$ cat src/verilog/pdp_rdma_defs.svh
`ifndef PDP_RDMA_DEFS_SVH
`define PDP_RDMA_DEFS_SVH

// ping-pong groups, one bit pointer so fixed at 2
`define PDP_RDMA_GROUP_NUM          2
`define PDP_RDMA_DUAL_BASE          12'h008  // offsets below go to the single group

// single group
`define PDP_RDMA_S_POINTER          12'h000  // producer bit 0, consumer bit 16
`define PDP_RDMA_S_STATUS           12'h004  // status_0 1:0, status_1 17:16
`define PDP_RDMA_CONSUMER_BIT       16
`define PDP_RDMA_STATUS_1_LSB       16

// duplicated groups
`define PDP_RDMA_D_OP_ENABLE        12'h008
`define PDP_RDMA_D_CUBE_WIDTH       12'h00c
`define PDP_RDMA_D_CUBE_HEIGHT      12'h010
`define PDP_RDMA_D_CUBE_CHANNEL     12'h014
`define PDP_RDMA_D_SRC_BASE_LOW     12'h018
`define PDP_RDMA_D_SRC_LINE_STRIDE  12'h01c
`define PDP_RDMA_D_DMA_EN           12'h020

// csb packet fields
`define PDP_RDMA_REQ_ADDR_MSB       21
`define PDP_RDMA_REQ_WDAT_LSB       22
`define PDP_RDMA_REQ_WDAT_MSB       53
`define PDP_RDMA_REQ_WRITE_BIT      54
`define PDP_RDMA_REQ_NPOSTED_BIT    55
`define PDP_RDMA_RESP_WR_BIT        33

`define PDP_RDMA_OP_EN_DEPTH        3    // launch pipe stages

`endif
$ cat src/verilog/pdp_rdma_pkg.sv
package pdp_rdma_pkg;

  // csb packets
  typedef logic [62:0] csb_req_pd_t;   // level/wrbe/srcpriv kept in 62:56, not decoded
  typedef logic [33:0] csb_resp_pd_t;  // 33 wr ack, 32 error, 31:0 data

  // addressing
  typedef logic [21:0] csb_addr_t;     // word address from the bus
  typedef logic [11:0] reg_offset_t;   // byte offset within the 4KB unit

  // register payload
  typedef logic [31:0] reg_data_t;
  typedef logic [12:0] cube_dim_t;     // width/height/channel

  // per-group status as seen by sw
  typedef enum logic [1:0] {
    GROUP_IDLE    = 2'd0,   // op_en clear
    GROUP_PENDING = 2'd1,   // armed, waiting its turn
    GROUP_RUNNING = 2'd2    // armed and owned by the consumer
  } group_status_e;

endpackage

$ cat src/verilog/reg_access_if.sv
// register access between csb decoder and one register group
interface reg_access_if;

  pdp_rdma_pkg::reg_offset_t offset;   // byte offset, same for all targets
  pdp_rdma_pkg::reg_data_t   wr_data;
  logic                      wr_en;    // one cycle strobe
  pdp_rdma_pkg::reg_data_t   rd_data;  // combinational from offset

  modport host (
    output offset,
    output wr_data,
    output wr_en,
    input  rd_data
  );

  modport target (
    input  offset,
    input  wr_data,
    input  wr_en,
    output rd_data
  );

endinterface

$ cat src/verilog/pdp_rdma_reg.sv
`include "pdp_rdma_defs.svh"

module pdp_rdma_reg
  import pdp_rdma_pkg::*;
(
  input  logic          autosa_core_clk,
  input  logic          autosa_core_rstn,
  input  csb_req_pd_t   csb2pdp_rdma_req_pd,
  input  logic          csb2pdp_rdma_req_pvld,
  output csb_resp_pd_t  pdp_rdma2csb_resp_pd,
  output logic          pdp_rdma2csb_resp_valid,
  input  logic          dp2reg_done,
  output cube_dim_t     reg2dp_cube_in_width,
  output cube_dim_t     reg2dp_cube_in_height,
  output cube_dim_t     reg2dp_cube_in_channel,
  output reg_data_t     reg2dp_src_base_addr_low,
  output reg_data_t     reg2dp_src_line_stride,
  output logic          reg2dp_dma_en,
  output logic          reg2dp_op_en
);

  reg_access_if s_acc ();
  reg_access_if d_acc [`PDP_RDMA_GROUP_NUM] ();

  logic                           producer;
  logic                           consumer;
  logic [`PDP_RDMA_GROUP_NUM-1:0] grp_op_en;
  cube_dim_t                      grp_cube_in_width     [`PDP_RDMA_GROUP_NUM];
  cube_dim_t                      grp_cube_in_height    [`PDP_RDMA_GROUP_NUM];
  cube_dim_t                      grp_cube_in_channel   [`PDP_RDMA_GROUP_NUM];
  reg_data_t                      grp_src_base_addr_low [`PDP_RDMA_GROUP_NUM];
  reg_data_t                      grp_src_line_stride   [`PDP_RDMA_GROUP_NUM];
  logic                           grp_dma_en            [`PDP_RDMA_GROUP_NUM];

  // csb slave side
  csb_req_decode u_decode (
    .autosa_core_clk, .autosa_core_rstn,
    .csb2pdp_rdma_req_pd, .csb2pdp_rdma_req_pvld,
    .producer, .s_acc, .d_acc,
    .pdp_rdma2csb_resp_pd, .pdp_rdma2csb_resp_valid
  );

  // pointers and status
  group_pointer_regs u_pointer (
    .autosa_core_clk, .autosa_core_rstn,
    .acc (s_acc), .op_en (grp_op_en), .dp2reg_done,
    .producer, .consumer
  );

  // ping-pong groups
  for (genvar g = 0; g < `PDP_RDMA_GROUP_NUM; g++) begin : g_grp
    dual_reg_group #(.GROUP_ID (g)) u_group (
      .autosa_core_clk, .autosa_core_rstn,
      .acc               (d_acc[g]),
      .consumer, .dp2reg_done,
      .op_en             (grp_op_en[g]),
      .cube_in_width     (grp_cube_in_width[g]),
      .cube_in_height    (grp_cube_in_height[g]),
      .cube_in_channel   (grp_cube_in_channel[g]),
      .src_base_addr_low (grp_src_base_addr_low[g]),
      .src_line_stride   (grp_src_line_stride[g]),
      .dma_en            (grp_dma_en[g])
    );
  end

  // datapath outputs
  cfg_output_select u_select (
    .autosa_core_clk, .autosa_core_rstn,
    .consumer, .dp2reg_done,
    .op_en             (grp_op_en),
    .cube_in_width     (grp_cube_in_width),
    .cube_in_height    (grp_cube_in_height),
    .cube_in_channel   (grp_cube_in_channel),
    .src_base_addr_low (grp_src_base_addr_low),
    .src_line_stride   (grp_src_line_stride),
    .dma_en            (grp_dma_en),
    .reg2dp_cube_in_width, .reg2dp_cube_in_height, .reg2dp_cube_in_channel,
    .reg2dp_src_base_addr_low, .reg2dp_src_line_stride,
    .reg2dp_dma_en, .reg2dp_op_en
  );

endmodule

$ cat src/verilog/cfg_output_select.sv
`include "pdp_rdma_defs.svh"

module cfg_output_select
  import pdp_rdma_pkg::*;
(
  input  logic                            autosa_core_clk,
  input  logic                            autosa_core_rstn,
  input  logic                            consumer,
  input  logic                            dp2reg_done,
  input  logic [`PDP_RDMA_GROUP_NUM-1:0]  op_en,
  input  cube_dim_t                       cube_in_width     [`PDP_RDMA_GROUP_NUM],
  input  cube_dim_t                       cube_in_height    [`PDP_RDMA_GROUP_NUM],
  input  cube_dim_t                       cube_in_channel   [`PDP_RDMA_GROUP_NUM],
  input  reg_data_t                       src_base_addr_low [`PDP_RDMA_GROUP_NUM],
  input  reg_data_t                       src_line_stride   [`PDP_RDMA_GROUP_NUM],
  input  logic                            dma_en            [`PDP_RDMA_GROUP_NUM],
  output cube_dim_t                       reg2dp_cube_in_width,
  output cube_dim_t                       reg2dp_cube_in_height,
  output cube_dim_t                       reg2dp_cube_in_channel,
  output reg_data_t                       reg2dp_src_base_addr_low,
  output reg_data_t                       reg2dp_src_line_stride,
  output logic                            reg2dp_dma_en,
  output logic                            reg2dp_op_en
);

  logic [`PDP_RDMA_OP_EN_DEPTH-1:0] op_en_pipe;

  //////////////////////////////////////////////////
  // consumer's fields to the datapath
  //////////////////////////////////////////////////
  assign reg2dp_cube_in_width     = cube_in_width[consumer];
  assign reg2dp_cube_in_height    = cube_in_height[consumer];
  assign reg2dp_cube_in_channel   = cube_in_channel[consumer];
  assign reg2dp_src_base_addr_low = src_base_addr_low[consumer];
  assign reg2dp_src_line_stride   = src_line_stride[consumer];
  assign reg2dp_dma_en            = dma_en[consumer];

  //////////////////////////////////////////////////
  // launch pipe
  //////////////////////////////////////////////////
  // gives the fields time to settle before op_en reaches the datapath
  always_ff @(posedge autosa_core_clk or negedge autosa_core_rstn) begin
    if (!autosa_core_rstn) begin
      op_en_pipe <= '0;
    end else if (dp2reg_done) begin
      op_en_pipe <= '0;  // kill in-flight launch
    end else begin
      op_en_pipe <= {op_en_pipe[`PDP_RDMA_OP_EN_DEPTH-2:0], op_en[consumer]};
    end
  end

  assign reg2dp_op_en = op_en_pipe[`PDP_RDMA_OP_EN_DEPTH-1];

endmodule

$ cat src/verilog/dual_reg_group.sv
`include "pdp_rdma_defs.svh"

module dual_reg_group
  import pdp_rdma_pkg::*;
#(
  parameter int unsigned GROUP_ID = 0  // 0 or 1
) (
  input  logic          autosa_core_clk,
  input  logic          autosa_core_rstn,
  reg_access_if.target  acc,
  input  logic          consumer,
  input  logic          dp2reg_done,
  output logic          op_en,
  output cube_dim_t     cube_in_width,
  output cube_dim_t     cube_in_height,
  output cube_dim_t     cube_in_channel,
  output reg_data_t     src_base_addr_low,
  output reg_data_t     src_line_stride,
  output logic          dma_en
);

  logic is_consumer;
  logic wr_ok;

  assign is_consumer = (consumer == 1'(GROUP_ID));
  assign wr_ok       = acc.wr_en & ~op_en;  // armed group is locked

  //////////////////////////////////////////////////
  // op_en
  //////////////////////////////////////////////////
  always_ff @(posedge autosa_core_clk or negedge autosa_core_rstn) begin
    if (!autosa_core_rstn) begin
      op_en <= 1'b0;
    end else if (wr_ok && acc.offset == `PDP_RDMA_D_OP_ENABLE) begin
      op_en <= acc.wr_data[0];  // arm
    end else if (dp2reg_done && is_consumer) begin
      op_en <= 1'b0;            // layer finished
    end
  end

  //////////////////////////////////////////////////
  // config fields
  //////////////////////////////////////////////////
  always_ff @(posedge autosa_core_clk or negedge autosa_core_rstn) begin
    if (!autosa_core_rstn) begin
      cube_in_width     <= '0;
      cube_in_height    <= '0;
      cube_in_channel   <= '0;
      src_base_addr_low <= '0;
      src_line_stride   <= '0;
      dma_en            <= 1'b0;
    end else if (wr_ok) begin
      case (acc.offset)
        `PDP_RDMA_D_CUBE_WIDTH:      cube_in_width   <= acc.wr_data[$bits(cube_dim_t)-1:0];
        `PDP_RDMA_D_CUBE_HEIGHT:     cube_in_height  <= acc.wr_data[$bits(cube_dim_t)-1:0];
        `PDP_RDMA_D_CUBE_CHANNEL:    cube_in_channel <= acc.wr_data[$bits(cube_dim_t)-1:0];
        `PDP_RDMA_D_SRC_BASE_LOW:    src_base_addr_low <= acc.wr_data;
        `PDP_RDMA_D_SRC_LINE_STRIDE: src_line_stride   <= acc.wr_data;
        `PDP_RDMA_D_DMA_EN:          dma_en            <= acc.wr_data[0];
        default: ;  // op_en handled above, rest unmapped
      endcase
    end
  end

  //////////////////////////////////////////////////
  // read back
  //////////////////////////////////////////////////
  always_comb begin
    acc.rd_data = '0;
    case (acc.offset)
      `PDP_RDMA_D_OP_ENABLE:       acc.rd_data[0] = op_en;
      `PDP_RDMA_D_CUBE_WIDTH:      acc.rd_data = reg_data_t'(cube_in_width);
      `PDP_RDMA_D_CUBE_HEIGHT:     acc.rd_data = reg_data_t'(cube_in_height);
      `PDP_RDMA_D_CUBE_CHANNEL:    acc.rd_data = reg_data_t'(cube_in_channel);
      `PDP_RDMA_D_SRC_BASE_LOW:    acc.rd_data = src_base_addr_low;
      `PDP_RDMA_D_SRC_LINE_STRIDE: acc.rd_data = src_line_stride;
      `PDP_RDMA_D_DMA_EN:          acc.rd_data[0] = dma_en;
      default: ;  // zero
    endcase
  end

  // sw must wait for done before touching an armed group
  a_no_wr_when_armed : assert property (
    @(posedge autosa_core_clk) disable iff (!autosa_core_rstn)
    op_en |-> !acc.wr_en
  );

endmodule

$ cat src/verilog/group_pointer_regs.sv
`include "pdp_rdma_defs.svh"

module group_pointer_regs
  import pdp_rdma_pkg::*;
(
  input  logic                            autosa_core_clk,
  input  logic                            autosa_core_rstn,
  reg_access_if.target                    acc,
  input  logic [`PDP_RDMA_GROUP_NUM-1:0]  op_en,
  input  logic                            dp2reg_done,
  output logic                            producer,
  output logic                            consumer
);

  group_status_e status [`PDP_RDMA_GROUP_NUM];

  //////////////////////////////////////////////////
  // producer / consumer pointers
  //////////////////////////////////////////////////
  always_ff @(posedge autosa_core_clk or negedge autosa_core_rstn) begin
    if (!autosa_core_rstn) begin
      producer <= 1'b0;
    end else if (acc.wr_en && acc.offset == `PDP_RDMA_S_POINTER) begin
      producer <= acc.wr_data[0];  // sw picks group for writes
    end
  end

  always_ff @(posedge autosa_core_clk or negedge autosa_core_rstn) begin
    if (!autosa_core_rstn) begin
      consumer <= 1'b0;
    end else if (dp2reg_done) begin
      consumer <= ~consumer;  // hw moves on to the other group
    end
  end

  // status per group
  for (genvar g = 0; g < `PDP_RDMA_GROUP_NUM; g++) begin : g_status
    always_comb begin
      if (!op_en[g]) begin
        status[g] = GROUP_IDLE;
      end else if (consumer == 1'(g)) begin
        status[g] = GROUP_RUNNING;
      end else begin
        status[g] = GROUP_PENDING;
      end
    end
  end

  //////////////////////////////////////////////////
  // read mux
  //////////////////////////////////////////////////
  always_comb begin
    acc.rd_data = '0;  // unmapped reads zero
    case (acc.offset)
      `PDP_RDMA_S_POINTER: begin
        acc.rd_data[0]                      = producer;
        acc.rd_data[`PDP_RDMA_CONSUMER_BIT] = consumer;  // ro
      end
      `PDP_RDMA_S_STATUS: begin
        acc.rd_data[1:0] = status[0];
        acc.rd_data[`PDP_RDMA_STATUS_1_LSB +: 2] = status[1];
      end
      default: ;
    endcase
  end

  // done comes straight from the datapath
  a_done_known : assert property (
    @(posedge autosa_core_clk) disable iff (!autosa_core_rstn)
    !$isunknown(dp2reg_done)
  );

endmodule

$ cat src/verilog/csb_req_decode.sv
`include "pdp_rdma_defs.svh"

module csb_req_decode
  import pdp_rdma_pkg::*;
(
  input  logic          autosa_core_clk,
  input  logic          autosa_core_rstn,
  input  csb_req_pd_t   csb2pdp_rdma_req_pd,
  input  logic          csb2pdp_rdma_req_pvld,
  input  logic          producer,          // picks the dual group for access
  reg_access_if.host    s_acc,
  reg_access_if.host    d_acc [`PDP_RDMA_GROUP_NUM],
  output csb_resp_pd_t  pdp_rdma2csb_resp_pd,
  output logic          pdp_rdma2csb_resp_valid
);

  csb_req_pd_t  req_pd;
  logic         req_pvld;
  csb_addr_t    req_addr;
  reg_data_t    req_wdat;
  logic         req_write;
  logic         req_nposted;
  reg_offset_t  reg_offset;
  logic         reg_wr_en;
  logic         reg_rd_en;
  logic         sel_dual;
  reg_data_t    d_rd_data [`PDP_RDMA_GROUP_NUM];
  reg_data_t    reg_rd_data;
  csb_resp_pd_t resp_pd_nxt;

  //////////////////////////////////////////////////
  // request capture
  //////////////////////////////////////////////////
  always_ff @(posedge autosa_core_clk or negedge autosa_core_rstn) begin
    if (!autosa_core_rstn) begin
      req_pvld <= 1'b0;
    end else begin
      req_pvld <= csb2pdp_rdma_req_pvld;
    end
  end

  always_ff @(posedge autosa_core_clk) begin
    if (csb2pdp_rdma_req_pvld) begin
      req_pd <= csb2pdp_rdma_req_pd;  // hold last packet otherwise
    end
  end

  // unpack, upper fields unused
  assign req_addr    = req_pd[`PDP_RDMA_REQ_ADDR_MSB:0];
  assign req_wdat    = req_pd[`PDP_RDMA_REQ_WDAT_MSB:`PDP_RDMA_REQ_WDAT_LSB];
  assign req_write   = req_pd[`PDP_RDMA_REQ_WRITE_BIT];
  assign req_nposted = req_pd[`PDP_RDMA_REQ_NPOSTED_BIT];

  // word addr -> byte offset, unit spans 4KB
  assign reg_offset = {req_addr[9:0], 2'b00};
  assign reg_wr_en  = req_pvld & req_write;
  assign reg_rd_en  = req_pvld & ~req_write;

  //////////////////////////////////////////////////
  // steer to single or producer's dual group
  //////////////////////////////////////////////////
  assign sel_dual = (reg_offset >= `PDP_RDMA_DUAL_BASE);

  assign s_acc.offset  = reg_offset;
  assign s_acc.wr_data = req_wdat;
  assign s_acc.wr_en   = reg_wr_en & ~sel_dual;

  for (genvar g = 0; g < `PDP_RDMA_GROUP_NUM; g++) begin : g_dual
    assign d_acc[g].offset  = reg_offset;
    assign d_acc[g].wr_data = req_wdat;
    assign d_acc[g].wr_en   = reg_wr_en & sel_dual & (producer == 1'(g));
    assign d_rd_data[g]     = d_acc[g].rd_data;  // flatten for the mux
  end

  assign reg_rd_data = sel_dual ? d_rd_data[producer] : s_acc.rd_data;

  //////////////////////////////////////////////////
  // response
  //////////////////////////////////////////////////
  always_comb begin
    resp_pd_nxt = '0;  // error bit stays 0
    if (req_write) begin
      resp_pd_nxt[`PDP_RDMA_RESP_WR_BIT] = 1'b1;  // write ack, no data
    end else begin
      resp_pd_nxt[31:0] = reg_rd_data;
    end
  end

  always_ff @(posedge autosa_core_clk or negedge autosa_core_rstn) begin
    if (!autosa_core_rstn) begin
      pdp_rdma2csb_resp_valid <= 1'b0;
      pdp_rdma2csb_resp_pd    <= '0;
    end else begin
      pdp_rdma2csb_resp_valid <= reg_rd_en | (reg_wr_en & req_nposted);  // posted wr silent
      if (reg_rd_en | (reg_wr_en & req_nposted)) begin
        pdp_rdma2csb_resp_pd <= resp_pd_nxt;
      end
    end
  end

  // decoded request fields must be known on a valid request
  a_req_known : assert property (
    @(posedge autosa_core_clk) disable iff (!autosa_core_rstn)
    csb2pdp_rdma_req_pvld |-> !$isunknown(csb2pdp_rdma_req_pd[`PDP_RDMA_REQ_NPOSTED_BIT:0])
  );

endmodule

$ cat config.mk
export PLATFORM = sky130hd
export DESIGN_NAME = pdp_rdma_reg
export DESIGN_NICKNAME = d
export VERILOG_FILES = /design/src/verilog/pdp_rdma_pkg.sv /design/src/verilog/reg_access_if.sv /design/src/verilog/pdp_rdma_reg.sv /design/src/verilog/cfg_output_select.sv /design/src/verilog/dual_reg_group.sv /design/src/verilog/group_pointer_regs.sv /design/src/verilog/csb_req_decode.sv
export VERILOG_INCLUDE_DIRS = /design/src /design/src/verilog
export SDC_FILE = /design/constraint.sdc
export NUM_CORES = 1
export LEC_CHECK = 0
export BUFFER_PORTS_ARGS = -buffer_cell sky130_fd_sc_hd__buf_4
export CORE_AREA = 2 2 164 150
export DETAILED_ROUTE_END_ITERATION = 10
export DIE_AREA = 0 0 166 152
export HOLD_SLACK_MARGIN = 0.02
export PLACE_DENSITY_LB_ADDON = 0.12
export REMOVE_ABC_BUFFERS = 1
export SYNTH_ARGS = -nofsm -noshare
export SYNTH_HDL_FRONTEND = slang
export SYNTH_SLANG_ARGS = --single-unit
$ cat constraint.sdc
create_clock -name autosa_core_clk -period 6 [get_ports autosa_core_clk]
set_input_delay 0.9 -clock autosa_core_clk [delete_from_list [all_inputs] [get_ports autosa_core_clk]]
set_output_delay 0.9 -clock autosa_core_clk [all_outputs]
set_load 0.02 [all_outputs]
After elaboration in Yosys (flattened, before gate mapping)
Cells that the tools add are included.
Widths: inputs -> output; s select.

storage, ports and cells
  register bits = 306
  bits in latches = 0
  memory bits (writable) = 0
  ROM bits = 0
  input port bits = 67
  output and inout port bits = 140
  word-level logic and storage cells = 114
  memories = 0

operators by class
  add/subtract/negate cells = 0
  multipliers = 0
  divide/modulo/power cells = 0
  $lt $le $gt $ge = 4
  equal/unequal tests = 8
  shift-type cells = 0
  muxes and demuxes = 43
  bitwise gates (word level) = 18
  reduce and logical (&&, ||, !) cells = 20

operator list
  cell                 number
  $mux 32              11
  $pmux 31 s5          2
  $mux 13              9
  $eq 10x3->1 const B  4
  $reduce_and 2->1     12
  $eq 10x2->1 const B  2
  $pmux 1 s7           2
  $ge 12x4->1 const B  1
  $logic_not 12->1     1
  $mux 1               12
  $eq 10x1->1 const B  1
  $eq 10x4->1 const B  1
  $and 1x1->1          9
  $mux 2               4
  $not 1->1            6
  $logic_and 1x1->1    5
  $ge 2x2->1 const B   2
  $not 1->2            2
  $pmux 1 s2           2
  $reduce_bool 2->1    2
  $mux 3               1
  $lt 1x2->1 const B   1
  $or 1x1->1           1

Longest topological paths before layout
Gate-level depths: netlist of the first run.

  depth in word-level cells = 7
  mapped depth = 9
  gate-level depth less buffers = 5

Modules after synthesis
From an unflattened synthesis of the first run, not the netlist that was laid out.

unflattened totals
  cells, all modules = 1,233
  area, all modules = 16,119.2 sq um

by module, submodules not included
  module                             instances  cells each  area an instance (sq um)  sequential area each (sq um)
  dual_reg_group (g_grp[1].u_group)  1          342         4,812.1                   2,627.5
  dual_reg_group (g_grp[0].u_group)  1          344         4,799.6                   2,627.5
  csb_req_decode                     1          374         4,493.1                   2,197.1
  cfg_output_select                  1          123         1,611.5                   75.1
  group_pointer_regs                 1          50          402.9                     50.0

Least setup slack after synthesis of the first run
Ideal clock, no wire load.

  path type = register to output
  start = register u_pointer.consumer
  end = output reg2dp_cube_in_channel[10]
  arrival = 1.532 ns
  required time = 5.100 ns
  slack = 3.568 ns
  cell stages (with the launch flop) = 5
  path buffers = 3
  cell sequence = dfrtp_1 -> clkbuf_1 -> clkbuf_1 -> clkbuf_1 -> mux2_2

on the way
  word-level cells in the longest chain between the ends = 4

ends and longest elaborated chain
  element                                     RTL line                  source
  start, declared                             group_pointer_regs.sv:12  output logic consumer
  start signal, assigned                      group_pointer_regs.sv:32  consumer <= ~consumer;
  $not 1->2 (implied by the code)             cfg_output_select.sv:33   assign reg2dp_cube_in_channel = cube_in_channel[consumer];
  $mux 13 (implied by the code) (3 in a row)  cfg_output_select.sv:33
  end, declared                               pdp_rdma_reg.sv:15        output cube_dim_t reg2dp_cube_in_channel,

No other way between the ends. The select of a mux whose other input is x is not followed.

Worst setup path in the final report of the first run
  start = register u_pointer.consumer
  end = output reg2dp_cube_in_channel[3]

Same word-level chain as after synthesis.

==> impl_metrics.json, run 1 <==
{
  "run_status": "finished, final reports clean",
  "cts-hold-fix-buffers": 0,
  "setup.worst_path.end_class": "output pin",
  "drt_drc_violations_left": 0,
  "fin_setup_tns_ns": 0,
  "worst_pin_slew_ns": 1.24,
  "r2r_slack_ns": 2.45,
  "holdCritPathClass": "primary input to async pin",
  "gr_met3_demand_resource_pct": 4.61,
  "synth.ff_latch_count": 294,
  "clk_pin_slew_worst_paths_ns": 0.06,
  "timing.critical_path.cells": "buf_4, mux2_2, buf_4",
  "postLayoutSetupSlackWorst_ns": 2.43,
  "slew_viol_final": 0,
  "slew_margin_rel_pct": 17.0,
  "io_buffer_count": 186,
  "floorplan.initialDensity_pct": 58.8,
  "post-dp-hpwl_mm": 21.2,
  "worst_vdd_rail_ir_drop_uv": 268,
  "avgRoutedWirePerCell_um": 24.0,
  "cp_slowest_stage_delay_ns": 0.92,
  "cts_setup_buffers": 0,
  "synth.largest_area_cell": "dfrtp_1",
  "critical_path_class": "flop to output pin",
  "finalWorstPathRequiredPeriod_ns": 3.57,
  "resized_cells_post_cts": 0,
  "finClkSkew_ns": 0.0139,
  "nNetsFinal": 1226,
  "grt_pass1_wl_mm": 55.1,
  "width_of_the_die_um": 166,
  "worst_skew_pair.late_latency_ns": 0.55,
  "cts-buffers-inserted": 30,
  "grt-busiest-layer": "met2",
  "drt-vias-per-instance": 6.29,
  "power_per_cell_area_nw_per_um2": 265,
  "regToRegStartpoint": "u_pointer.producer",
  "report.final.setup_viol": 0,
  "syn_to_final_growth_pct": 18.2,
  "power_leakage_nw": 8.01,
  "timing.critical_path.required_ns": 5.10,
  "grt-ovfl-total": 0,
  "yosysSeqAreaShare_pct": 54.3,
  "rsz0062_at_grt": "no",
  "cp_data_arrival_time_ns": 2.67,
  "drtIter0Drc": 856,
  "postLayoutCellArea_um2": 16500,
  "cpMaxStageDelayCell": "dfrtp_4",
  "synth_top_cell_area_share_pct": 44.8,
  "critical_path.top_delay_family": "flip-flops",
  "critPathLaunchType": "flop",
  "io_pins": 207,
  "timing.final.hold_violations": 0,
  "place_area_um2": 15600,
  "vias": 9385,
  "final_common_cell": "mux2_2",
  "met2_usage_pct": 43.4,
  "placement.setup.worst_slack_ns": 2.54,
  "commonest_cells_after_routing_fill_and_taps_aside": "315 x mux2_2, 248 x dfrtp_1, 200 x buf_4, 44 x edfxtp_1, 35 x a22oi_1",
  "synth_cell_types": 59,
  "grt_pass1_vias": 9286,
  "floorplan.die.height_um": 152,
  "critical-path-top-cell-by-count": "buf_4",
  "max_clock_freq_ghz": 0.280,
  "asyncSetResetFlopFracSynth_pct": 85.0,
  "antenna_found_initial": 0,
  "design.core.area_um2": 23700,
  "ys_top_cells_by_area": "dfrtp_1 45%, mux2_2 25%, edfxtp_1 9.5%",
  "cts_root_buf": "clkbuf_16",
  "synth_warnings": 0,
  "number_of_flops_mapped_to_enable_cells_by_yosys": 44,
  "area_enclosed_by_the_die_boundary_um2": 25200,
  "num_antenna_cells": 0,
  "wl_mm": 35.8,
  "globalplace.congestion": 0.836,
  "grt_usage_pct": 28.0,
  "htree_num_levels": 1,
  "synthesis.area_per_instance_um2": 13.8,
  "grt_start_max_net_pins": 129,
  "clock_sink_count": 294,
  "length_of_the_first_detailed_routing_pass_in_iterations": 5,
  "syn-cell-area_um2": 14000,
  "postSynth.topFlopCell": "dfrtp_1",
  "drive_gt1_share_pct": 51.4,
  "cp_max_fo": 49,
  "worst_setup_path_startpoint": "u_pointer.consumer",
  "tritoncts": "yes",
  "final.period_utilization_pct": 59.4,
  "grt_use_met1_pct": 42.2,
  "synthCells": 1010,
  "bufs_on_longest_clock_path": 3,
  "ant_nets": 0,
  "final_util_pct": 69.6,
  "placement_rows": 54,
  "fillerInstances": 1696,
  "crit_buf_inv": 2,
  "maxCapViolations": 0
}
## state kept, by name, indices dropped and copies added, names as in the netlist
name                              cells
u_decode.req_pd                      44
g_grp.u_group.cube_in_height         26
g_grp.u_group.cube_in_width          26
g_grp.u_group.src_base_addr_low      64
u_pointer.producer                    1
g_grp.u_group.cube_in_channel        26
u_decode.pdp_rdma2csb_resp_valid      1
u_decode.req_pvld                     1
g_grp.u_group.src_line_stride        64
g_grp.u_group.dma_en                  2
u_select.op_en_pipe                   3
g_grp.u_group.op_en                   2
u_decode.pdp_rdma2csb_resp_pd        33
u_pointer.consumer                    1
## final timing paths
| path | end | cells past startpoint |
|---|---|---|
| worst min-delay path | g_grp[0].u_group.src_base_addr_low[9] | 1 |
| min in group autosa_core_clk | u_select.op_en_pipe[2] | 1 |
| worst max-delay path | reg2dp_cube_in_channel[3] | 3 |
| max in group asynchronous | u_pointer.consumer | 2 |
| worst min register to register | u_select.op_en_pipe[2] | 1 |
| worst max register to register | g_grp[1].u_group.src_line_stride[26] | 4 |
## final cells by class
| cell class | count | area [um2] | share of cell area (%) |
|---|---|---|---|
| Inverter | 12 | 45.0 | 0.273 |
| Tap cell | 308 | 385 | 2.34 |
| Clock inverter | 6 | 28.8 | 0.174 |
| Clock buffer | 50 | 917 | 5.56 |
| Sequential cell | 294 | 7580 | 46.0 |
| Multi-Input combinational cell | 618 | 5980 | 36.3 |
| Timing Repair Buffer | 203 | 1560 | 9.43 |
## metal layers
metal	vias to the layer above	part of all wire [%]
li1	4104	-
met1	4863	45
met3	49	6.2
met5	-	0
met4	0	1.8
met2	369	47
## synth_stat cells (all sizes together), types with 3 or more instances
library cell and count:
a211o 6, a21bo 6, a21o 6, a21oi 10, a221o 21, a22oi 35, a31oi 6, a32o 17
and2 3, and3 9, buf 49, clkbuf 37, dfrtp 250, edfxtp 44, inv 12, mux2 317
mux2i 16, mux4 17, nand2 37, nand2b 6, nand3 9, nand4b 3, nor2 11, nor2b 8
nor3 10, o21ai 34, o22ai 3
## where the power goes
part | total [W] | internal (W) | switching (W) | leakage (nW)
Sequential | 0.00219 | 0.00207 | 0.000120 | 3.91
Combinational | 0.000398 | 0.000179 | 0.000219 | 3.63
Clock | 0.00179 | 0.00103 | 0.000752 | 0.468
Total | 0.00437 | 0.00328 | 0.00109 | 8.01
## cells by family after synthesis
logic type	Yosys count	synth area share, %
buffers and inverters	98	3.08
xor gates and xnor gates	1	0.0628
DFF	294	54.3
and+or+nand+nor	109	4.56
muxes	350	29.5
AOI/OAI and AO/OA	157	8.51
other	1	0.0269
## through the flow
step	total power [W]	hold WS, ns	std cells
2_1_floorplan	0.00244	0.439	924
3_3_place_gp	0.00262	0.447	1435
3_5_place_dp	0.00262	0.454	1435
4_1_cts	0.00440	0.467	1491
5_1_grt	0.00451	0.472	1491
6_report	0.00437	0.414	1491
(Power assumes the default switching activity.)
==> run 2, diff against run 1 <==
CORE_AREA = 2 2 176 161   (was 2 2 164 150)
DIE_AREA = 0 0 178 163   (was 0 0 166 152)
clock period = 3.2 ns   (was 6 ns; I/O delays follow)
==> impl_metrics.json, run 2 (synthesis results as in run 1) <==
{
  "critical_path.top_delay_family": "flip-flops",
  "grt_pass1_wl_mm": 57.2,
  "io_pins": 207,
  "finClkSkew_ns": 0.0198,
  "drtIter0Drc": 871,
  "placement_rows": 58,
  "cpMaxStageDelayCell": "dfrtp_4",
  "power_per_cell_area_nw_per_um2": 495,
  "rsz0062_at_grt": "no",
  "cts-buffers-inserted": 31,
  "critical_path_cell_count": 3,
  "antenna_found_initial": 0,
  "power_leakage_nw": 8.20,
  "syn_to_final_growth_pct": 21.0,
  "io_buffer_count": 186,
  "critPathLaunchType": "flop",
  "cts_root_buf": "clkbuf_16",
  "nNetsFinal": 1256,
  "timing.critical_path.required_ns": 2.72,
  "setup.worst_path.end_class": "output pin",
  "avgRoutedWirePerCell_um": 23.7,
  "tritoncts": "yes",
  "floorplan.die.height_um": 163,
  "worst_pin_slew_ns": 0.815,
  "grt-ovfl-total": 0,
  "holdCritPathClass": "primary input to flop",
  "drt_drc_violations_left": 0,
  "slew_viol_final": 0,
  "critical_path_class": "flop to output pin",
  "worst_setup_path_startpoint": "u_pointer.consumer",
  "final_util_pct": 61.7,
  "grt_start_max_net_pins": 102,
  "clk_pin_slew_worst_paths_ns": 0.06,
  "htree_num_levels": 1,
  "clock_sink_count": 294,
  "finalWorstPathRequiredPeriod_ns": 2.70,
  "instances_no_fill": 1574,
  "final.period_utilization_pct": 84.3,
  "width_of_the_die_um": 178,
  "post-dp-hpwl_mm": 23.7,
  "r2r_end": "g_grp[0].u_group.cube_in_width[10]",
  "bufs_on_longest_clock_path": 3,
  "r2r_slack_ns": 0.58,
  "grt_pass1_vias": 9710,
  "reg.largest.list": "g_grp.u_group.src_base_addr_low (64), g_grp.u_group.src_line_stride (64), u_decode.req_pd (44)",
  "post_route_hold_slack_ns": 0.0832,
  "drt-vias-per-instance": 6.01,
  "ant_nets": 0,
  "endpoint": "reg2dp_cube_in_width[12]",
  "drive_gt1_share_pct": 53.0,
  "commonest_cells_after_routing_fill_and_taps_aside": "315 x mux2_2, 248 x dfrtp_1, 223 x buf_4, 44 x edfxtp_1, 35 x a22oi_1",
  "resized_cells_post_cts": 0,
  "max_clock_freq_ghz": 0.371,
  "run_status": "finished, final reports clean",
  "cp_data_arrival_time_ns": 2.22,
  "regToRegStartpoint": "u_decode.req_pd[5]",
  "vias": 9461,
  "numPlacedInstances": 1515,
  "hold-path-cell-count": 1,
  "report.final.setup_viol": 0,
  "timing.critical_path.cells": "buf_4, mux2_2, buf_4",
  "num_antenna_cells": 0,
  "slew_margin_rel_pct": 45.2,
  "worstRegToRegCells": 5,
  "cts-hold-fix-buffers": 1,
  "globalplace.congestion": 0.813,
  "timing.final.hold_violations": 0,
  "critical-path-top-cell-by-count": "buf_4",
  "worst_skew_pair.late_latency_ns": 0.57,
  "length_of_the_first_detailed_routing_pass_in_iterations": 5,
  "crit_buf_inv": 2,
  "cp_max_fo": 27,
  "area_enclosed_by_the_die_boundary_um2": 29000,
  "final_common_cell": "mux2_2",
  "worst_vdd_rail_ir_drop_uv": 385,
  "maxCapViolations": 0,
  "cts_setup_buffers": 0,
  "grt_usage_pct": 26.0,
  "wl_mm": 37.4,
  "cp_slowest_stage_delay_ns": 0.73,
  "floorplan.initialDensity_pct": 51.0,
  "design.core.area_um2": 27400
}
run 2: changes by cell type in the layout (fill, tap and decap cells not counted), sizes merged:
cell and change:
buf +28, clkbuf -3, clkinv +3, inv +2, dlygate4sd3 +1
run 2: final cells by class:
class	instances	area, um2
clock buffer	47	916
inverter	12	45.0
tap	360	450
multi-input combinational	618	5980
fill	2164	10500
clock inverter	11	62.6
timing repair buffer	232	1840
sequential	294	7580
run 2: stage by stage:
step	setup slack [ns]	setup TNS [ns]	total power (W)	cell area (um2)
2_1_floorplan	-0.937	-134.53	0.00458	13600
3_3_place_gp	0.590	0	0.00498	15900
3_5_place_dp	0.583	0	0.00498	15900
4_1_cts	0.498	0	0.00841	16900
5_1_grt	0.443	0	0.00863	16900
6_report	0.502	0	0.00836	16900
run 2: power breakdown:
| group | internal, W | switching, W | leakage, nW |
|---|---|---|---|
| combinational | 0.000382 | 0.000481 | 3.79 |
| clock | 0.00197 | 0.00147 | 0.493 |
| sequential | 0.00388 | 0.000173 | 3.91 |
| total | 0.00623 | 0.00213 | 8.20 |
run 2: how the worst min path moves through the flow:
| stage | startpoint | end |
|---|---|---|
| after floorplan | autosa_core_rstn | g_grp[0].u_group.cube_in_channel[0] |
| after global placement | u_select.op_en_pipe[0] | u_select.op_en_pipe[1] |
| after detailed placement | u_select.op_en_pipe[0] | u_select.op_en_pipe[1] |
| final | csb2pdp_rdma_req_pd[31] | u_decode.req_pd[31] |
| after CTS | csb2pdp_rdma_req_pd[31] | u_decode.req_pd[31] |
| after global routing | csb2pdp_rdma_req_pd[44] | u_decode.req_pd[44] |
run 2: worst register-to-register path, delay by kind of cell (launching register included):
| family | cells | cell delay, ns |
|---|---|---|
| AND/OR/NAND/NOR | 4 | 1.69 |
| multiplexers | 1 | 0.40 |
| flip-flops | 1 | 0.42 |
run 2: per-layer routing:
metal  vias up  track usage [%]  share of wire (%)
met4         0             7.82                2.7
met1      4873             38.6                 45
met2       345             39.9                 46
met3        73             3.71                5.9
li1       4170                -                  -
met5         -                0                  0
==> run 3, diff against run 2 <==
CORE_AREA = 2 2 168 154   (was 2 2 176 161)
DIE_AREA = 0 0 170 156   (was 0 0 178 163)
clock period = 2.5 ns   (was 3.2 ns; I/O delays follow)
==> impl_metrics.json, run 3 (synthesis results as in run 1) <==
{
  "timing.final.hold_violations": 0,
  "cp_data_arrival_time_ns": 2.08,
  "worst_hold_path.endpoint": "u_select.op_en_pipe[1]",
  "postLayoutSetupSlackWorst_ns": 0.0422,
  "report.final.setup_viol": 0,
  "floorplan.die.height_um": 156,
  "grt_usage_pct": 27.8,
  "length_of_the_first_detailed_routing_pass_in_iterations": 4,
  "rsz0062_at_grt": "no",
  "slew_margin_rel_pct": 49.4,
  "grt-ovfl-total": 0,
  "grt_pass1_vias": 9703,
  "regToRegStartpoint": "u_decode.req_pd[5]",
  "avgRoutedWirePerCell_um": 23.4,
  "min_delay_startpoint": "dp2reg_done",
  "cts-buffers-inserted": 31,
  "final_common_cell": "mux2_2",
  "cts_root_buf": "clkbuf_16",
  "drive_gt1_share_pct": 50.6,
  "drt-vias-per-instance": 6.09,
  "htree_num_levels": 1,
  "met3WireLength_mm": 2.10,
  "grt_pass1_wl_mm": 56.5,
  "timing.critical_path.required_ns": 2.12,
  "critical_path_class": "flop to output pin",
  "ant_nets": 0,
  "io_buffer_count": 186,
  "r2r_slack_ns": 0.11,
  "worst_vdd_rail_ir_drop_uv": 617,
  "width_of_the_die_um": 170,
  "io_pins": 207,
  "wl_mm": 37.0,
  "area_enclosed_by_the_die_boundary_um2": 26500,
  "max_clock_freq_ghz": 0.407,
  "slew_viol_final": 0,
  "post-dp-hpwl_mm": 23.2,
  "hold-path-cell-count": 2,
  "post_route_hold_slack_ns": 0.0370,
  "finalWorstPathRequiredPeriod_ns": 2.46,
  "critPathLaunchType": "flop",
  "worst_skew_pair.late_latency_ns": 0.55,
  "nNetsFinal": 1312,
  "r2r_end": "g_grp[0].u_group.cube_in_width[0]",
  "num_antenna_cells": 0,
  "floorplan.initialDensity_pct": 56.3,
  "worst_pin_slew_ns": 0.758,
  "run_status": "finished, final reports clean",
  "syn_to_final_growth_pct": 24.3,
  "setup.worst_path.end_class": "output pin",
  "drt-met1-wl_mm": 16.7,
  "finClkSkew_ns": 0.00797,
  "globalplace.congestion": 0.859,
  "routed.top_layer": "met4",
  "placement.setup.worst_slack_ns": 0.142,
  "reg.largest.list": "g_grp.u_group.src_base_addr_low (64), g_grp.u_group.src_line_stride (64), u_decode.req_pd (44)",
  "drt_drc_violations_left": 0,
  "power_leakage_nw": 8.42,
  "design.core.area_um2": 24800,
  "vias": 9626,
  "antenna_found_initial": 1,
  "tritoncts": "yes",
  "clk_pin_slew_worst_paths_ns": 0.06,
  "holdCritPathClass": "primary input to flop",
  "power_per_cell_area_nw_per_um2": 610,
  "maxCapViolations": 0,
  "cp_max_fo": 41,
  "drtIter0Drc": 973,
  "clock_sink_count": 294,
  "met2_length_mm": 17.5,
  "grt_start_max_net_pins": 70,
  "placement_rows": 55,
  "worstRegToRegCells": 6,
  "commonest_cells_after_routing_fill_and_taps_aside": "315 x mux2_2, 248 x dfrtp_1, 229 x buf_4, 45 x dlygate4sd3_1, 44 x edfxtp_1",
  "final.period_utilization_pct": 98.3,
  "bufs_on_longest_clock_path": 3
}
-- run 3: layer usage --
layer	vias to the layer above	track usage [%]
met5	-	0
met4	0	5.86
met3	52	4.29
met2	317	44.8
met1	4986	40.5
li1	4271	-
-- run 3: worst max path at each step --
stage	cells after the start	slack, ns	startpoint	to
CTS	3	0.05	u_pointer.consumer	reg2dp_src_line_stride[16]
floorplan	4	-1.64	u_decode.req_pd[1]	g_grp[0].u_group.src_base_addr_low[0]
detailed placement	5	0.14	u_decode.req_pd[5]	g_grp[1].u_group.cube_in_width[9]
finish	3	0.04	u_pointer.consumer	reg2dp_cube_in_width[10]
global placement	6	0.19	u_decode.req_pd[5]	g_grp[0].u_group.cube_in_width[5]
global route	3	0.003	u_pointer.consumer	reg2dp_cube_in_width[10]
-- run 3: per-stage QoR --
step	utilization (%)	power (W)	instances	instance area [um2]	setup TNS, ns
6_report	70.0	0.0106	1581	17300	0
4_1_cts	70.0	0.0106	1581	17300	0
2_1_floorplan	-	0.00586	924	13600	-341.83
5_1_grt	70.0	0.0109	1581	17300	0
3_5_place_dp	64.5	0.00638	1479	16000	0
3_3_place_gp	64.5	0.00638	1479	16000	0
-- run 3: where the power goes --
part | switching (W) | leakage [nW] | total (W) | internal, W
registers | 0.000182 | 3.91 | 0.00515 | 0.00497
clock network | 0.00180 | 0.438 | 0.00418 | 0.00238
logic | 0.000678 | 4.07 | 0.00124 | 0.000565
-- run 3: cell type report --
type | instances | area, um2
Tap cell | 313 | 392
Inverter | 12 | 45.0
Clock inverter | 3 | 15.0
Clock buffer | 53 | 888
Fill cell | 1735 | 7430
Timing Repair Buffer | 288 | 2440
Multi-Input combinational cell | 618 | 5980
Sequential cell | 294 | 7580
-- run 3: critical path: stages (launching register included) --
cell     delay (ns)
dfrtp_4        0.62
buf_12         0.30
mux2_2         0.41
buf_4          0.17
-- run 3: repair_timing --
item / 4_1_cts / 5_1_grt
hold buffers: 45 / 0
endpoints found under the setup margin: 78 / 0
gates resized for setup: 0 / 0
buffers inserted: 1 / 0
hold endpoints to repair: 109 / 0
